## src/axi_bridge_pkg.sv

```systemverilog
package axi_bridge_pkg;

    // who currently holds the shared AXI port
    typedef enum logic [1:0] {
        OWN_NONE    = 2'd0,
        OWN_IFETCH  = 2'd1,
        OWN_DATA_RD = 2'd2,
        OWN_DATA_WR = 2'd3
    } bus_owner_e;

    // transaction IDs per client
    localparam logic [3:0] ID_IFETCH = 4'd0;
    localparam logic [3:0] ID_DATA   = 4'd1;

    // instruction fetches are marked as instruction accesses
    localparam logic [2:0] PROT_IFETCH = 3'b100;
    localparam logic [2:0] PROT_DATA   = 3'b000;

    // 4-byte beats
    localparam logic [2:0] SIZE_WORD = 3'b010;

    localparam logic [1:0] RESP_OKAY = 2'b00;

endpackage

```

## src/bus_ctrl_if.sv

```systemverilog
`timescale 1ns/1ns

interface bus_ctrl_if import axi_bridge_pkg::*; #(
    parameter int LEN_W = 8
) ();

    bus_owner_e         owner;
    logic               start;
    logic [LEN_W-1:0]   start_len;
    logic               beat;
    logic               done;

    modport fsm (
        output owner,
        output start,
        output start_len,
        input  done
    );

    modport counter (
        input  owner,
        input  start,
        input  start_len,
        input  beat,
        output done
    );

    modport router (
        input  owner,
        input  done,
        output beat
    );

endinterface

```

## src/chan_hold.sv

```systemverilog
`timescale 1ns/1ns

module chan_hold #(
    parameter type T = logic
) (
    input  logic aclk,
    input  logic aresetn,
    input  logic i_load,
    input  T     i_payload,
    input  logic i_ready,
    output logic o_valid,
    output T     o_payload
);

    always_ff @(posedge aclk) begin
        if (!aresetn) begin
            o_valid <= 1'b0;
        end else if (i_load) begin
            o_valid <= 1'b1;
        end else if (i_ready) begin
            o_valid <= 1'b0;
        end
    end

    always_ff @(posedge aclk) begin
        if (i_load) begin
            o_payload <= i_payload;
        end
    end

    no_load_busy: assert property (@(posedge aclk) disable iff (!aresetn)
        i_load |-> !o_valid);

    // valid and payload hold until the handshake
    hold_stable: assert property (@(posedge aclk) disable iff (!aresetn)
        (o_valid && !i_ready) |=> o_valid && $stable(o_payload));

endmodule

```

## src/beat_counter.sv

```systemverilog
`timescale 1ns/1ns

module beat_counter import axi_bridge_pkg::*; #(
    parameter int LEN_W = 8
) (
    input  logic        aclk,
    input  logic        aresetn,
    input  logic        i_rlast,
    bus_ctrl_if.counter bus
);

    logic [LEN_W-1:0] remain;
    logic             counted;

    assign counted = bus.beat && (bus.owner != OWN_NONE);

    // beats left after the current one
    always_ff @(posedge aclk) begin
        if (!aresetn) begin
            remain <= '0;
        end else if (bus.start) begin
            remain <= bus.start_len;
        end else if (counted) begin
            remain <= remain - 1'b1;
        end
    end

    assign bus.done = counted && (remain == '0);

    // slave framing must agree with the length we requested
    rlast_match: assert property (@(posedge aclk) disable iff (!aresetn)
        counted |-> (i_rlast == bus.done));

endmodule

```

## src/read_router.sv

```systemverilog
`timescale 1ns/1ns

module read_router import axi_bridge_pkg::*; #(
    parameter int DATA_W = 32
) (
    input  logic              aclk,
    input  logic              aresetn,
    input  logic              i_rvalid,
    input  logic [3:0]        i_rid,
    input  logic [DATA_W-1:0] i_rdata,
    input  logic [1:0]        i_rresp,
    output logic              o_rready,
    output logic              o_if_valid,
    output logic [DATA_W-1:0] o_if_data,
    output logic              o_if_last,
    output logic              o_drd_valid,
    output logic [DATA_W-1:0] o_drd_data,
    bus_ctrl_if.router        bus
);

    logic       rd_hs;
    logic [3:0] exp_id;

    // clients cannot stall returned data
    assign o_rready = (bus.owner == OWN_IFETCH) || (bus.owner == OWN_DATA_RD);
    assign rd_hs    = i_rvalid && o_rready;
    assign bus.beat = rd_hs;

    assign o_if_valid = rd_hs && (bus.owner == OWN_IFETCH);
    assign o_if_data  = i_rdata;
    assign o_if_last  = o_if_valid && bus.done;

    assign o_drd_valid = rd_hs && (bus.owner == OWN_DATA_RD);
    assign o_drd_data  = i_rdata;

    assign exp_id = (bus.owner == OWN_IFETCH) ? ID_IFETCH : ID_DATA;

    // beat must belong to the transaction we issued
    rid_owner: assert property (@(posedge aclk) disable iff (!aresetn)
        rd_hs |-> (i_rid == exp_id) && (i_rresp == RESP_OKAY));

endmodule

```

## src/bus_owner_fsm.sv

```systemverilog
`timescale 1ns/1ns

module bus_owner_fsm import axi_bridge_pkg::*; #(
    parameter int  ADDR_W   = 32,
    parameter int  DATA_W   = 32,
    parameter int  LEN_W    = 8,
    parameter int  IF_BEATS = 16,
    parameter type areq_t   = logic,
    parameter type wbeat_t  = logic
) (
    input  logic                aclk,
    input  logic                aresetn,
    input  logic                i_if_req,
    input  logic [ADDR_W-1:0]   i_if_addr,
    input  logic                i_drd_req,
    input  logic [ADDR_W-1:0]   i_drd_addr,
    input  logic [2:0]          i_drd_size,
    input  logic                i_dwr_req,
    input  logic [ADDR_W-1:0]   i_dwr_addr,
    input  logic [DATA_W-1:0]   i_dwr_data,
    input  logic [DATA_W/8-1:0] i_dwr_strb,
    input  logic                i_ar_accept,
    input  logic                i_aw_accept,
    input  logic                i_w_accept,
    input  logic                i_bvalid,
    output logic                o_if_rdy,
    output logic                o_drd_rdy,
    output logic                o_dwr_rdy,
    output logic                o_ar_load,
    output areq_t               o_ar_req,
    output logic                o_aw_load,
    output areq_t               o_aw_req,
    output logic                o_w_load,
    output wbeat_t              o_w_beat,
    output logic                o_bready,
    output logic                o_dwr_done,
    bus_ctrl_if.fsm             bus
);

    typedef enum logic [2:0] {
        IDLE,
        RD_ADDR,
        RD_DATA,
        WR_ADDR,
        WR_RESP
    } state_e;

    state_e state;
    logic   aw_seen;
    logic   w_seen;

    // the rdy pulse doubles as the load strobe of the matching channels
    assign o_ar_load = o_if_rdy || o_drd_rdy;
    assign o_aw_load = o_dwr_rdy;
    assign o_w_load  = o_dwr_rdy;

    assign bus.start     = (state == RD_ADDR) && i_ar_accept;
    assign bus.start_len = o_ar_req.len;

    assign o_bready   = (state == WR_RESP);
    assign o_dwr_done = o_bready && i_bvalid;

    always_ff @(posedge aclk) begin
        if (!aresetn) begin
            state     <= IDLE;
            bus.owner <= OWN_NONE;
            o_if_rdy  <= 1'b0;
            o_drd_rdy <= 1'b0;
            o_dwr_rdy <= 1'b0;
            aw_seen   <= 1'b0;
            w_seen    <= 1'b0;
        end else begin
            o_if_rdy  <= 1'b0;
            o_drd_rdy <= 1'b0;
            o_dwr_rdy <= 1'b0;
            case (state)
                IDLE: begin
                    aw_seen <= 1'b0;
                    w_seen  <= 1'b0;
                    // writes first, then data reads, then fetch
                    if (i_dwr_req) begin
                        state     <= WR_ADDR;
                        bus.owner <= OWN_DATA_WR;
                        o_dwr_rdy <= 1'b1;
                    end else if (i_drd_req) begin
                        state     <= RD_ADDR;
                        bus.owner <= OWN_DATA_RD;
                        o_drd_rdy <= 1'b1;
                    end else if (i_if_req) begin
                        state     <= RD_ADDR;
                        bus.owner <= OWN_IFETCH;
                        o_if_rdy  <= 1'b1;
                    end
                end
                RD_ADDR: begin
                    if (i_ar_accept) begin
                        state <= RD_DATA;
                    end
                end
                RD_DATA: begin
                    if (bus.done) begin
                        state     <= IDLE;
                        bus.owner <= OWN_NONE;
                    end
                end
                WR_ADDR: begin
                    if (i_aw_accept) begin
                        aw_seen <= 1'b1;
                    end
                    if (i_w_accept) begin
                        w_seen <= 1'b1;
                    end
                    // AW and W may be accepted in either order
                    if ((aw_seen || i_aw_accept) && (w_seen || i_w_accept)) begin
                        state <= WR_RESP;
                    end
                end
                WR_RESP: begin
                    if (i_bvalid) begin
                        state     <= IDLE;
                        bus.owner <= OWN_NONE;
                    end
                end
                default: begin
                    state <= IDLE;
                end
            endcase
        end
    end

    // channel payloads captured on the grant edge
    always_ff @(posedge aclk) begin
        if (state == IDLE) begin
            if (i_dwr_req) begin
                o_aw_req.addr <= i_dwr_addr;
                o_aw_req.len  <= '0;
                o_aw_req.size <= SIZE_WORD;
                o_aw_req.id   <= ID_DATA;
                o_aw_req.prot <= PROT_DATA;
                o_w_beat.data <= i_dwr_data;
                o_w_beat.strb <= i_dwr_strb;
            end else if (i_drd_req) begin
                o_ar_req.addr <= i_drd_addr;
                o_ar_req.len  <= '0;
                o_ar_req.size <= i_drd_size;
                o_ar_req.id   <= ID_DATA;
                o_ar_req.prot <= PROT_DATA;
            end else if (i_if_req) begin
                o_ar_req.addr <= i_if_addr;
                o_ar_req.len  <= LEN_W'(IF_BEATS - 1);
                o_ar_req.size <= SIZE_WORD;
                o_ar_req.id   <= ID_IFETCH;
                o_ar_req.prot <= PROT_IFETCH;
            end
        end
    end

    // ownership only moves when entering or leaving IDLE
    owner_locked: assert property (@(posedge aclk) disable iff (!aresetn)
        (state != IDLE) |=> (state == IDLE) || $stable(bus.owner));

endmodule

```

## src/core_axi_bridge.sv

```systemverilog
`timescale 1ns/1ns

module core_axi_bridge import axi_bridge_pkg::*; #(
    parameter int ADDR_W   = 32,
    parameter int DATA_W   = 32,
    parameter int IF_BEATS = 16,
    parameter int LEN_W    = 8
) (
    input  logic                aclk,
    input  logic                aresetn,
    // instruction fetch
    input  logic                i_if_req,
    input  logic [ADDR_W-1:0]   i_if_addr,
    output logic                o_if_rdy,
    output logic                o_if_valid,
    output logic [DATA_W-1:0]   o_if_data,
    output logic                o_if_last,
    // data read
    input  logic                i_drd_req,
    input  logic [ADDR_W-1:0]   i_drd_addr,
    input  logic [2:0]          i_drd_size,
    output logic                o_drd_rdy,
    output logic                o_drd_valid,
    output logic [DATA_W-1:0]   o_drd_data,
    // data write
    input  logic                i_dwr_req,
    input  logic [ADDR_W-1:0]   i_dwr_addr,
    input  logic [DATA_W-1:0]   i_dwr_data,
    input  logic [DATA_W/8-1:0] i_dwr_strb,
    output logic                o_dwr_rdy,
    output logic                o_dwr_done,
    // AXI read
    output logic [3:0]          o_arid,
    output logic [ADDR_W-1:0]   o_araddr,
    output logic [LEN_W-1:0]    o_arlen,
    output logic [2:0]          o_arsize,
    output logic [2:0]          o_arprot,
    output logic                o_arvalid,
    input  logic                i_arready,
    input  logic [3:0]          i_rid,
    input  logic [DATA_W-1:0]   i_rdata,
    input  logic [1:0]          i_rresp,
    input  logic                i_rlast,
    input  logic                i_rvalid,
    output logic                o_rready,
    // AXI write
    output logic [ADDR_W-1:0]   o_awaddr,
    output logic [LEN_W-1:0]    o_awlen,
    output logic                o_awvalid,
    input  logic                i_awready,
    output logic [DATA_W-1:0]   o_wdata,
    output logic [DATA_W/8-1:0] o_wstrb,
    output logic                o_wlast,
    output logic                o_wvalid,
    input  logic                i_wready,
    input  logic [1:0]          i_bresp,
    input  logic                i_bvalid,
    output logic                o_bready
);

    typedef struct packed {
        logic [ADDR_W-1:0] addr;
        logic [LEN_W-1:0]  len;
        logic [2:0]        size;
        logic [3:0]        id;
        logic [2:0]        prot;
    } addr_req_t;

    typedef struct packed {
        logic [DATA_W-1:0]   data;
        logic [DATA_W/8-1:0] strb;
    } wbeat_t;

    addr_req_t ar_req;
    addr_req_t ar_held;
    addr_req_t aw_req;
    addr_req_t aw_held;
    wbeat_t    w_beat;
    wbeat_t    w_held;
    logic      ar_load;
    logic      aw_load;
    logic      w_load;

    bus_ctrl_if #(.LEN_W(LEN_W)) u_bus ();

    bus_owner_fsm #(
        .ADDR_W   (ADDR_W),
        .DATA_W   (DATA_W),
        .LEN_W    (LEN_W),
        .IF_BEATS (IF_BEATS),
        .areq_t   (addr_req_t),
        .wbeat_t  (wbeat_t)
    ) u_fsm (
        .aclk        (aclk),
        .aresetn     (aresetn),
        .i_if_req    (i_if_req),
        .i_if_addr   (i_if_addr),
        .i_drd_req   (i_drd_req),
        .i_drd_addr  (i_drd_addr),
        .i_drd_size  (i_drd_size),
        .i_dwr_req   (i_dwr_req),
        .i_dwr_addr  (i_dwr_addr),
        .i_dwr_data  (i_dwr_data),
        .i_dwr_strb  (i_dwr_strb),
        .i_ar_accept (o_arvalid && i_arready),
        .i_aw_accept (o_awvalid && i_awready),
        .i_w_accept  (o_wvalid && i_wready),
        .i_bvalid    (i_bvalid),
        .o_if_rdy    (o_if_rdy),
        .o_drd_rdy   (o_drd_rdy),
        .o_dwr_rdy   (o_dwr_rdy),
        .o_ar_load   (ar_load),
        .o_ar_req    (ar_req),
        .o_aw_load   (aw_load),
        .o_aw_req    (aw_req),
        .o_w_load    (w_load),
        .o_w_beat    (w_beat),
        .o_bready    (o_bready),
        .o_dwr_done  (o_dwr_done),
        .bus         (u_bus.fsm)
    );

    beat_counter #(.LEN_W(LEN_W)) u_counter (
        .aclk    (aclk),
        .aresetn (aresetn),
        .i_rlast (i_rlast),
        .bus     (u_bus.counter)
    );

    read_router #(.DATA_W(DATA_W)) u_router (
        .aclk        (aclk),
        .aresetn     (aresetn),
        .i_rvalid    (i_rvalid),
        .i_rid       (i_rid),
        .i_rdata     (i_rdata),
        .i_rresp     (i_rresp),
        .o_rready    (o_rready),
        .o_if_valid  (o_if_valid),
        .o_if_data   (o_if_data),
        .o_if_last   (o_if_last),
        .o_drd_valid (o_drd_valid),
        .o_drd_data  (o_drd_data),
        .bus         (u_bus.router)
    );

    chan_hold #(.T(addr_req_t)) u_ar_hold (
        .aclk      (aclk),
        .aresetn   (aresetn),
        .i_load    (ar_load),
        .i_payload (ar_req),
        .i_ready   (i_arready),
        .o_valid   (o_arvalid),
        .o_payload (ar_held)
    );

    chan_hold #(.T(addr_req_t)) u_aw_hold (
        .aclk      (aclk),
        .aresetn   (aresetn),
        .i_load    (aw_load),
        .i_payload (aw_req),
        .i_ready   (i_awready),
        .o_valid   (o_awvalid),
        .o_payload (aw_held)
    );

    chan_hold #(.T(wbeat_t)) u_w_hold (
        .aclk      (aclk),
        .aresetn   (aresetn),
        .i_load    (w_load),
        .i_payload (w_beat),
        .i_ready   (i_wready),
        .o_valid   (o_wvalid),
        .o_payload (w_held)
    );

    assign o_arid   = ar_held.id;
    assign o_araddr = ar_held.addr;
    assign o_arlen  = ar_held.len;
    assign o_arsize = ar_held.size;
    assign o_arprot = ar_held.prot;

    assign o_awaddr = aw_held.addr;
    assign o_awlen  = aw_held.len;
    assign o_wdata  = w_held.data;
    assign o_wstrb  = w_held.strb;
    // single-beat writes
    assign o_wlast  = o_wvalid;

    bresp_okay: assert property (@(posedge aclk) disable iff (!aresetn)
        (i_bvalid && o_bready) |-> (i_bresp == RESP_OKAY));

endmodule

```

## config.mk

```make
export PLATFORM = sky130hd
export DESIGN_NAME = core_axi_bridge
export DESIGN_NICKNAME = d
export VERILOG_FILES = /design/src/axi_bridge_pkg.sv /design/src/bus_ctrl_if.sv /design/src/chan_hold.sv /design/src/beat_counter.sv /design/src/read_router.sv /design/src/bus_owner_fsm.sv /design/src/core_axi_bridge.sv
export SDC_FILE = /design/constraint.sdc
export NUM_CORES = 1
export LEC_CHECK = 0
export BUFFER_PORTS_ARGS = -buffer_cell sky130_fd_sc_hd__clkbuf_2
export CORE_ASPECT_RATIO = 1.1
export CORE_UTILIZATION = 35
export DETAILED_ROUTE_END_ITERATION = 8
export SKIP_CTS_REPAIR_TIMING = 1
export SLEW_MARGIN = 20
export SYNTH_ARGS = -nofsm -noshare
export SYNTH_HDL_FRONTEND = slang
export SYNTH_SLANG_ARGS = --single-unit
```

## constraint.sdc

```tcl
create_clock -name aclk -period 5.5 [get_ports aclk]
set_clock_uncertainty 0.1 [all_clocks]
set_input_delay 1.1 -clock aclk [delete_from_list [all_inputs] [get_ports aclk]]
set_output_delay 1.1 -clock aclk [all_outputs]
set_load 0.005 [all_outputs]
```

; Word-level counts from Yosys, hierarchy flattened
; Index checks and enable logic that the tools add are counted.
[word_totals]
register_bits = 239
latch_bits = 0
ram_bits = 0
romBits = 0
mem_count = 0
[op_classes]
n_addsub = 1
n_mul = 0
div_mod_pow = 0
n_lt_le_gt_ge = 0
n_eq_ne = 13
n_shift = 0
n_mux = 31
bitwise = 3
n_reduce_logical = 35
[ops]
columns = op, n
row1 = two-way mux 50 bit, 2
row2 = two-way mux 3 bit, 7
row3 = two-way mux 8 bit, 2
row4 = one-hot mux 3 bit (5 select lines), 1
row5 = nonzero test 2 bit, 7
row6 = logical AND 1 bit, 12
row7 = two-way mux 1 bit, 11
row8 = two-way mux 2 bit, 5
row9 = "!= test 2 x 1 -> 1 bit, second input constant", 5
row10 = zero test 8 bit, 1
row11 = AND reduction 2 bit, 4
row12 = "subtractor 8 x 1 -> 8 bit, second input constant", 1
row13 = "== test 3 x 2 -> 1 bit, second input constant", 2
row14 = one-hot mux 2 bit (3 select lines), 1
row15 = AND reduction 5 bit, 1
row16 = logical OR 1 bit, 4
row17 = "!= test 4 bit, second input constant", 1
row18 = one-hot mux 1 bit (2 select lines), 2
row19 = AND reduction 4 bit, 1
row20 = OR reduction 4 bit, 1
row21 = "== test 3 x 1 -> 1 bit, second input constant", 1
row22 = "== test 3 bit, second input constant", 1
row23 = zero test 3 bit, 1
row24 = NOT 1 bit, 3
row25 = other kinds (6), 6

; Logic depth before layout (Yosys ltp)
[depth]
ltp_word = 7
ltp_mapped = 7
depth_no_buf = 6

; Cells and area by module
; Synthesis repeated with hierarchy kept, for this count alone.
[unflattened]
hier_cells = 536
hier_area_um2 = 9711.8
[modules_own_cells]
columns = module, n_inst, cells_per_inst, area_each_um2
row1 = bus_owner_fsm, 1, 255, 4438.0
row2 = chan_hold at u_ar_hold ..., 2, 53, 1542.7
row3 = chan_hold at u_w_hold, 1, 39, 1122.3
row4 = read_router, 1, 73, 548.0
row5 = beat_counter, 1, 59, 491.7
row6 = core_axi_bridge, 1, 4, 26.3

; Least setup slack after synthesis
; OpenSTA, ideal clock, no wires.
[synth_path]
path_kind = in2reg
startpoint = input i_drd_req
endpoint = register u_fsm.o_ar_req (netlist bit u_fsm.bus.start_len[2]), enable pin
setup_ps = 478
t_arrival_ps = 4206
required_time_ps = 4922
setup_slack_ps = 716
path_stages = 4
path_cell_list = buf_2 -> buf_1 -> nor2_1 -> nor3_1
[synth_between]
elab_chain_cells = 2
[synth_rtl]
columns = item, line_no
row1 = start: declaration, core_axi_bridge.sv:19  ; input logic i_drd_req,
row2 = nonzero test 2 bit (no source line), n/a
row3 = AND reduction 3 bit (no source line), n/a
row4 = end: declaration, bus_owner_fsm.sv:30  ; output areq_t o_ar_req,
; Every way passes these cells.
; A chain may end at the register's enable or synchronous reset.

; Worst setup path in the final report
[layout_path]
startpoint = register u_fsm.bus.owner[0]
endpoint = output o_if_last
[layout_between]
elab_chain_cells = 6
[layout_rtl]
columns = item, line_no
row1 = start: declaration, bus_ctrl_if.sv:14  ; output owner,
row2 = start signal: assignment, bus_owner_fsm.sv:66  ; bus.owner <= OWN_NONE;
row3 = start signal: assignment, bus_owner_fsm.sv:83  ; bus.owner <= OWN_DATA_WR;
row4 = start signal: assignment, bus_owner_fsm.sv:87  ; bus.owner <= OWN_DATA_RD;
row5 = == test 2 x 1 -> 1 bit / == test 2 bit (equally long branches), "read_router.sv:25, read_router.sv:29"
row6 = logical OR 1 bit, read_router.sv:25  ; assign o_rready = (bus.owner == OWN_IFETCH) || (bus.owner == OWN_DATA_RD);
row7 = logical AND 1 bit, read_router.sv:26  ; assign rd_hs = i_rvalid && o_rready;
row8 = logical AND 1 bit, beat_counter.sv:15  ; assign counted = bus.beat && (bus.owner != OWN_NONE);
row9 = logical AND 1 bit, beat_counter.sv:28  ; assign bus.done = counted && (remain == '0);
row10 = logical AND 1 bit *, read_router.sv:31  ; assign o_if_last = o_if_valid && bus.done;
row11 = end: declaration, core_axi_bridge.sv:17  ; output logic o_if_last,
; Mark *: on every way between the ends. The rest lies on a longest branch, timed or not.

==> results.md <==
* Uppermost layer routed: met4
* Critical Path Source Type: flop
* DRC at 0
* Biggest cell delay along the critical path at roughly 0.34 ns
* I/O pin cnt at a little under 400
* Antenna viol nets, final at 0
* Gr ovfl total at 0
* Overall routing resource usage at 0.142
* Sw frac at 0.241
* Internal power at between 3 and 4 mW
* Routed wl met2 at 8.40 mm
* PwrDens at between 400 and 500 mW/mm^2
* Most used DFF post-synth: edfxtp_1
* Area growth syn-to-layout at 22.7%
* CP Class: reg -> out
* Final period util at 0.565
* Nets at around 870
* Clock share of power at 0.344
* Worst Tran Pin Value at between 0.9 and 1 ns
* Via count of the routed design at 4420
* EDFF count, synth at 210
* CP max FO at 6
* CP Capture Type: output pin
* TritonRoute pass-1 iters at 4
* Async set-reset flop share out of synthesis at 0
* CTS root buf: clkbuf_16
* Mapped Area at between 0.008 and 0.009 sq mm
* Initial Util at 0.358
* Max cap viols at 0
* Final Max Tran Viols at 0
* Yosys reg bits at around 230
* Die ar. at 0.0248 sq mm
* Post-synth top area cell: edfxtp_1
* Core Region at around 0.024 sq mm
* Layout cells sized above 1 at 0.497
* Setup TNS at 0 ns
* Clock buffer depth at 3
* Final Power at between 4 and 5 mW
* Avg Vias per Cell at 4.40
* Switch Pwr at about 1.1 mW
* Wl on met1 at 6.33 mm
* Pleak at approximately 4 nW
* Syn_area_per_cell at between 15 and 20 sq um
* Combinational power share at 0.132
* Largest net degree at the start of global routing at 71
* Die span in y at approximately 170 microns
* Die Span X at 150 microns
* First-pass GRT wire length at 25.9 mm
* Top-count cell post-synth: edfxtp_1
* Fmax at around 320 MHz
* Std-Cell Rows at 59
* Worst rel slew slack at 0.348
* Met3 Wirelength at about 2.8 mm
* CTS tree: yes
* Dpl hpwl at about 13 mm
* Num Clock Sinks at ~230
* N_diodes at 0
* Slowest stage cell, crit path: and3b_1
* Total wire length at 18.3 mm
* Port Buf Inserts at around 270
* GPL Wtd Cong at 0.818
* Seq/Total Area, Yosys at 0.794
* Synth unique cells at 46
* Crit-path cells: inv_1 -> ha_1 -> and3b_1 -> and4_1 -> clkbuf_2
* R2R Setup Slk at 2.97 ns
* Number of endpoints failing setup at the final stage at 0
* Final min period at 3.11 ns
* Worst hold slack at around 0.31 ns
* Initial antenna violation count at 0
* Number of CTS-inserted buffers at 24
* DR iter-0 viols at approximately 140
* Top post-synthesis cells by area: edfxtp_1, buf_4, dfxtp_1, mux2_2, ha_1
* Max IR drop VDD at approximately 0.00021 V
* Number of global-route vias before repair at between 4000 and 5000
* RSZ-0062 raised after global routing: false
* List of most frequent post-synthesis cells: edfxtp_1, buf_4, mux2_2
* Top cell type's share of synthesized area at 0.744
* Wire per inst at 18.2 microns
* Mapped Cells at between 400 and 500
* Worst path required time at approximately 4.3 ns
* Synth warn at 0
* Worst-skew pair later-pin latency at around 0.5 ns
* Outcome: finished, final reports clean
* Worst hold path type: reg -> reg
* CP arrival at 1.91 ns
* H-tree depth at 1
* Hold Fails Final Rpt at 0
* FILL cells at between 2000 and 2500
* Part of the power in registers at 0.524
* Worst-path clk slew at 0.06 ns
kinds of logic (layout without fill, tap and decap cells):
| kind of cell | Yosys count | in the layout | share of synthesized area |
|---|---|---|---|
| AO/OA/AOI/OAI | 25 | 25 | 0.0218 |
| XOR/XNOR | 7 | 7 | 0.00723 |
| adder cells (fa/ha/maj) | 5 | 5 | 0.00738 |
| buffers and inverters | 105 | 325 | 0.0861 |
| flip-flops | 231 | 231 | 0.794 |
| multiplexers | 35 | 35 | 0.0461 |
| other | 1 | 17 | 0.000442 |
| AND/OR/NAND/NOR | 55 | 55 | 0.0375 |
power by group through the flow:
| stage | sequential, mW | clock, mW | combinational, mW |
|---|---|---|---|
| after detailed placement | 2.49 | 0 | 0.633 |
| final | 2.45 | 1.61 | 0.615 |
| after global placement | 2.48 | 0 | 0.622 |
| after floorplan | 2.50 | 0 | 0.370 |
| after CTS | 2.46 | 1.67 | 0.634 |
| after global routing | 2.49 | 1.74 | 0.694 |
routing by layer:
metal / GRT usage / up-vias
met4: 0.0748 / 0
li1: - / 2064
met2: 0.231 / 298
met3: 0.0712 / 35
met5: 0.00625 / -
met1: 0.151 / 2023
layout by cell type (no fill, tap or decap), types with 2 or more instances in the layout:
| cell type | Yosys | routed |
|---|---|---|
| clkbuf_1 | 2 | 6 |
| ha_1 | 5 | 5 |
| a21oi_1 | 11 | 11 |
| xnor2_1 | 5 | 5 |
| clkinv_1 | 1 | 5 |
| mux2_2 | 32 | 32 |
| or3_1 | 2 | 2 |
| dfxtp_1 | 21 | 20 |
| xor2_1 | 2 | 2 |
| buf_4 | 86 | 5 |
| nor3_1 | 8 | 7 |
| and3_1 | 2 | 2 |
| bufinv_16 | 0 | 3 |
| conb_1 | 1 | 17 |
| inv_1 | 8 | 8 |
| nor3_2 | 1 | 2 |
| clkbuf_2 | 0 | 266 |
| mux2i_1 | 3 | 3 |
| o32ai_1 | 2 | 2 |
| o21ai_0 | 6 | 6 |
| clkbuf_16 | 0 | 25 |
| clkinv_2 | 0 | 2 |
| nor3b_1 | 3 | 3 |
| and2_1 | 5 | 4 |
| nand2_1 | 7 | 7 |
| edfxtp_1 | 210 | 210 |
| nor2_1 | 14 | 14 |
| clkinvlp_4 | 0 | 3 |
area by class of cell:
cell class	instances	area [sq um]	area share
clock inverter	13	146	0.0141
timing repair buffer	271	1370	0.132
inverter	10	37.5	0.00361
sequential	231	6730	0.647
clock buffer	31	648	0.0623
tap	305	382	0.0367
multi-input combinational	144	1090	0.105
sequential cells by signal, indices dropped and copies added (netlist names), 2 cells and up:
signal	count
u_aw_hold.o_payload	32
u_fsm.o_w_beat	36
u_fsm.bus.owner	2
u_fsm.o_aw_req	32
u_w_hold.o_payload	36
u_counter.remain	8
u_ar_hold.o_payload	37
u_fsm.o_ar_req	36
u_fsm.state	3
path summary, 6_finish.rpt:
kind / from / endpoint / cells after the start
max: u_fsm.bus.owner[0]$_SDFFE_PN0P_ / o_if_last / 5
min: u_fsm.o_ar_req[30]$_DFFE_PP_ / u_ar_hold.o_payload[30]$_DFFE_PP_ / 0
max reg2reg: u_fsm.state[2]$_SDFFE_PN0P_ / u_fsm.o_aw_req[35]$_DFFE_PP_ / 3
min reg2reg: u_fsm.o_ar_req[30]$_DFFE_PP_ / u_ar_hold.o_payload[30]$_DFFE_PP_ / 0
worst max-delay path: cells and delay by family (launching register included):
family	cells	cell delay [ns]
buf+inv	2	0.18
simple gates	2	0.57
fa+ha+maj	1	0.32
flops	1	0.33
per-stage QoR:
step | cells | setup WS [ns] | instance area [sq um] | utilization
floorplan | 480 | 0.716 | 8540 | -
detailed placement | 961 | 2.43 | 9610 | 0.405
CTS | 1005 | 2.34 | 10400 | 0.439
global route | 1005 | 2.25 | 10400 | 0.439
finish | 1005 | 2.39 | 10400 | 0.439
global placement | 961 | 2.43 | 9610 | 0.405
(Power assumes the default switching activity.)
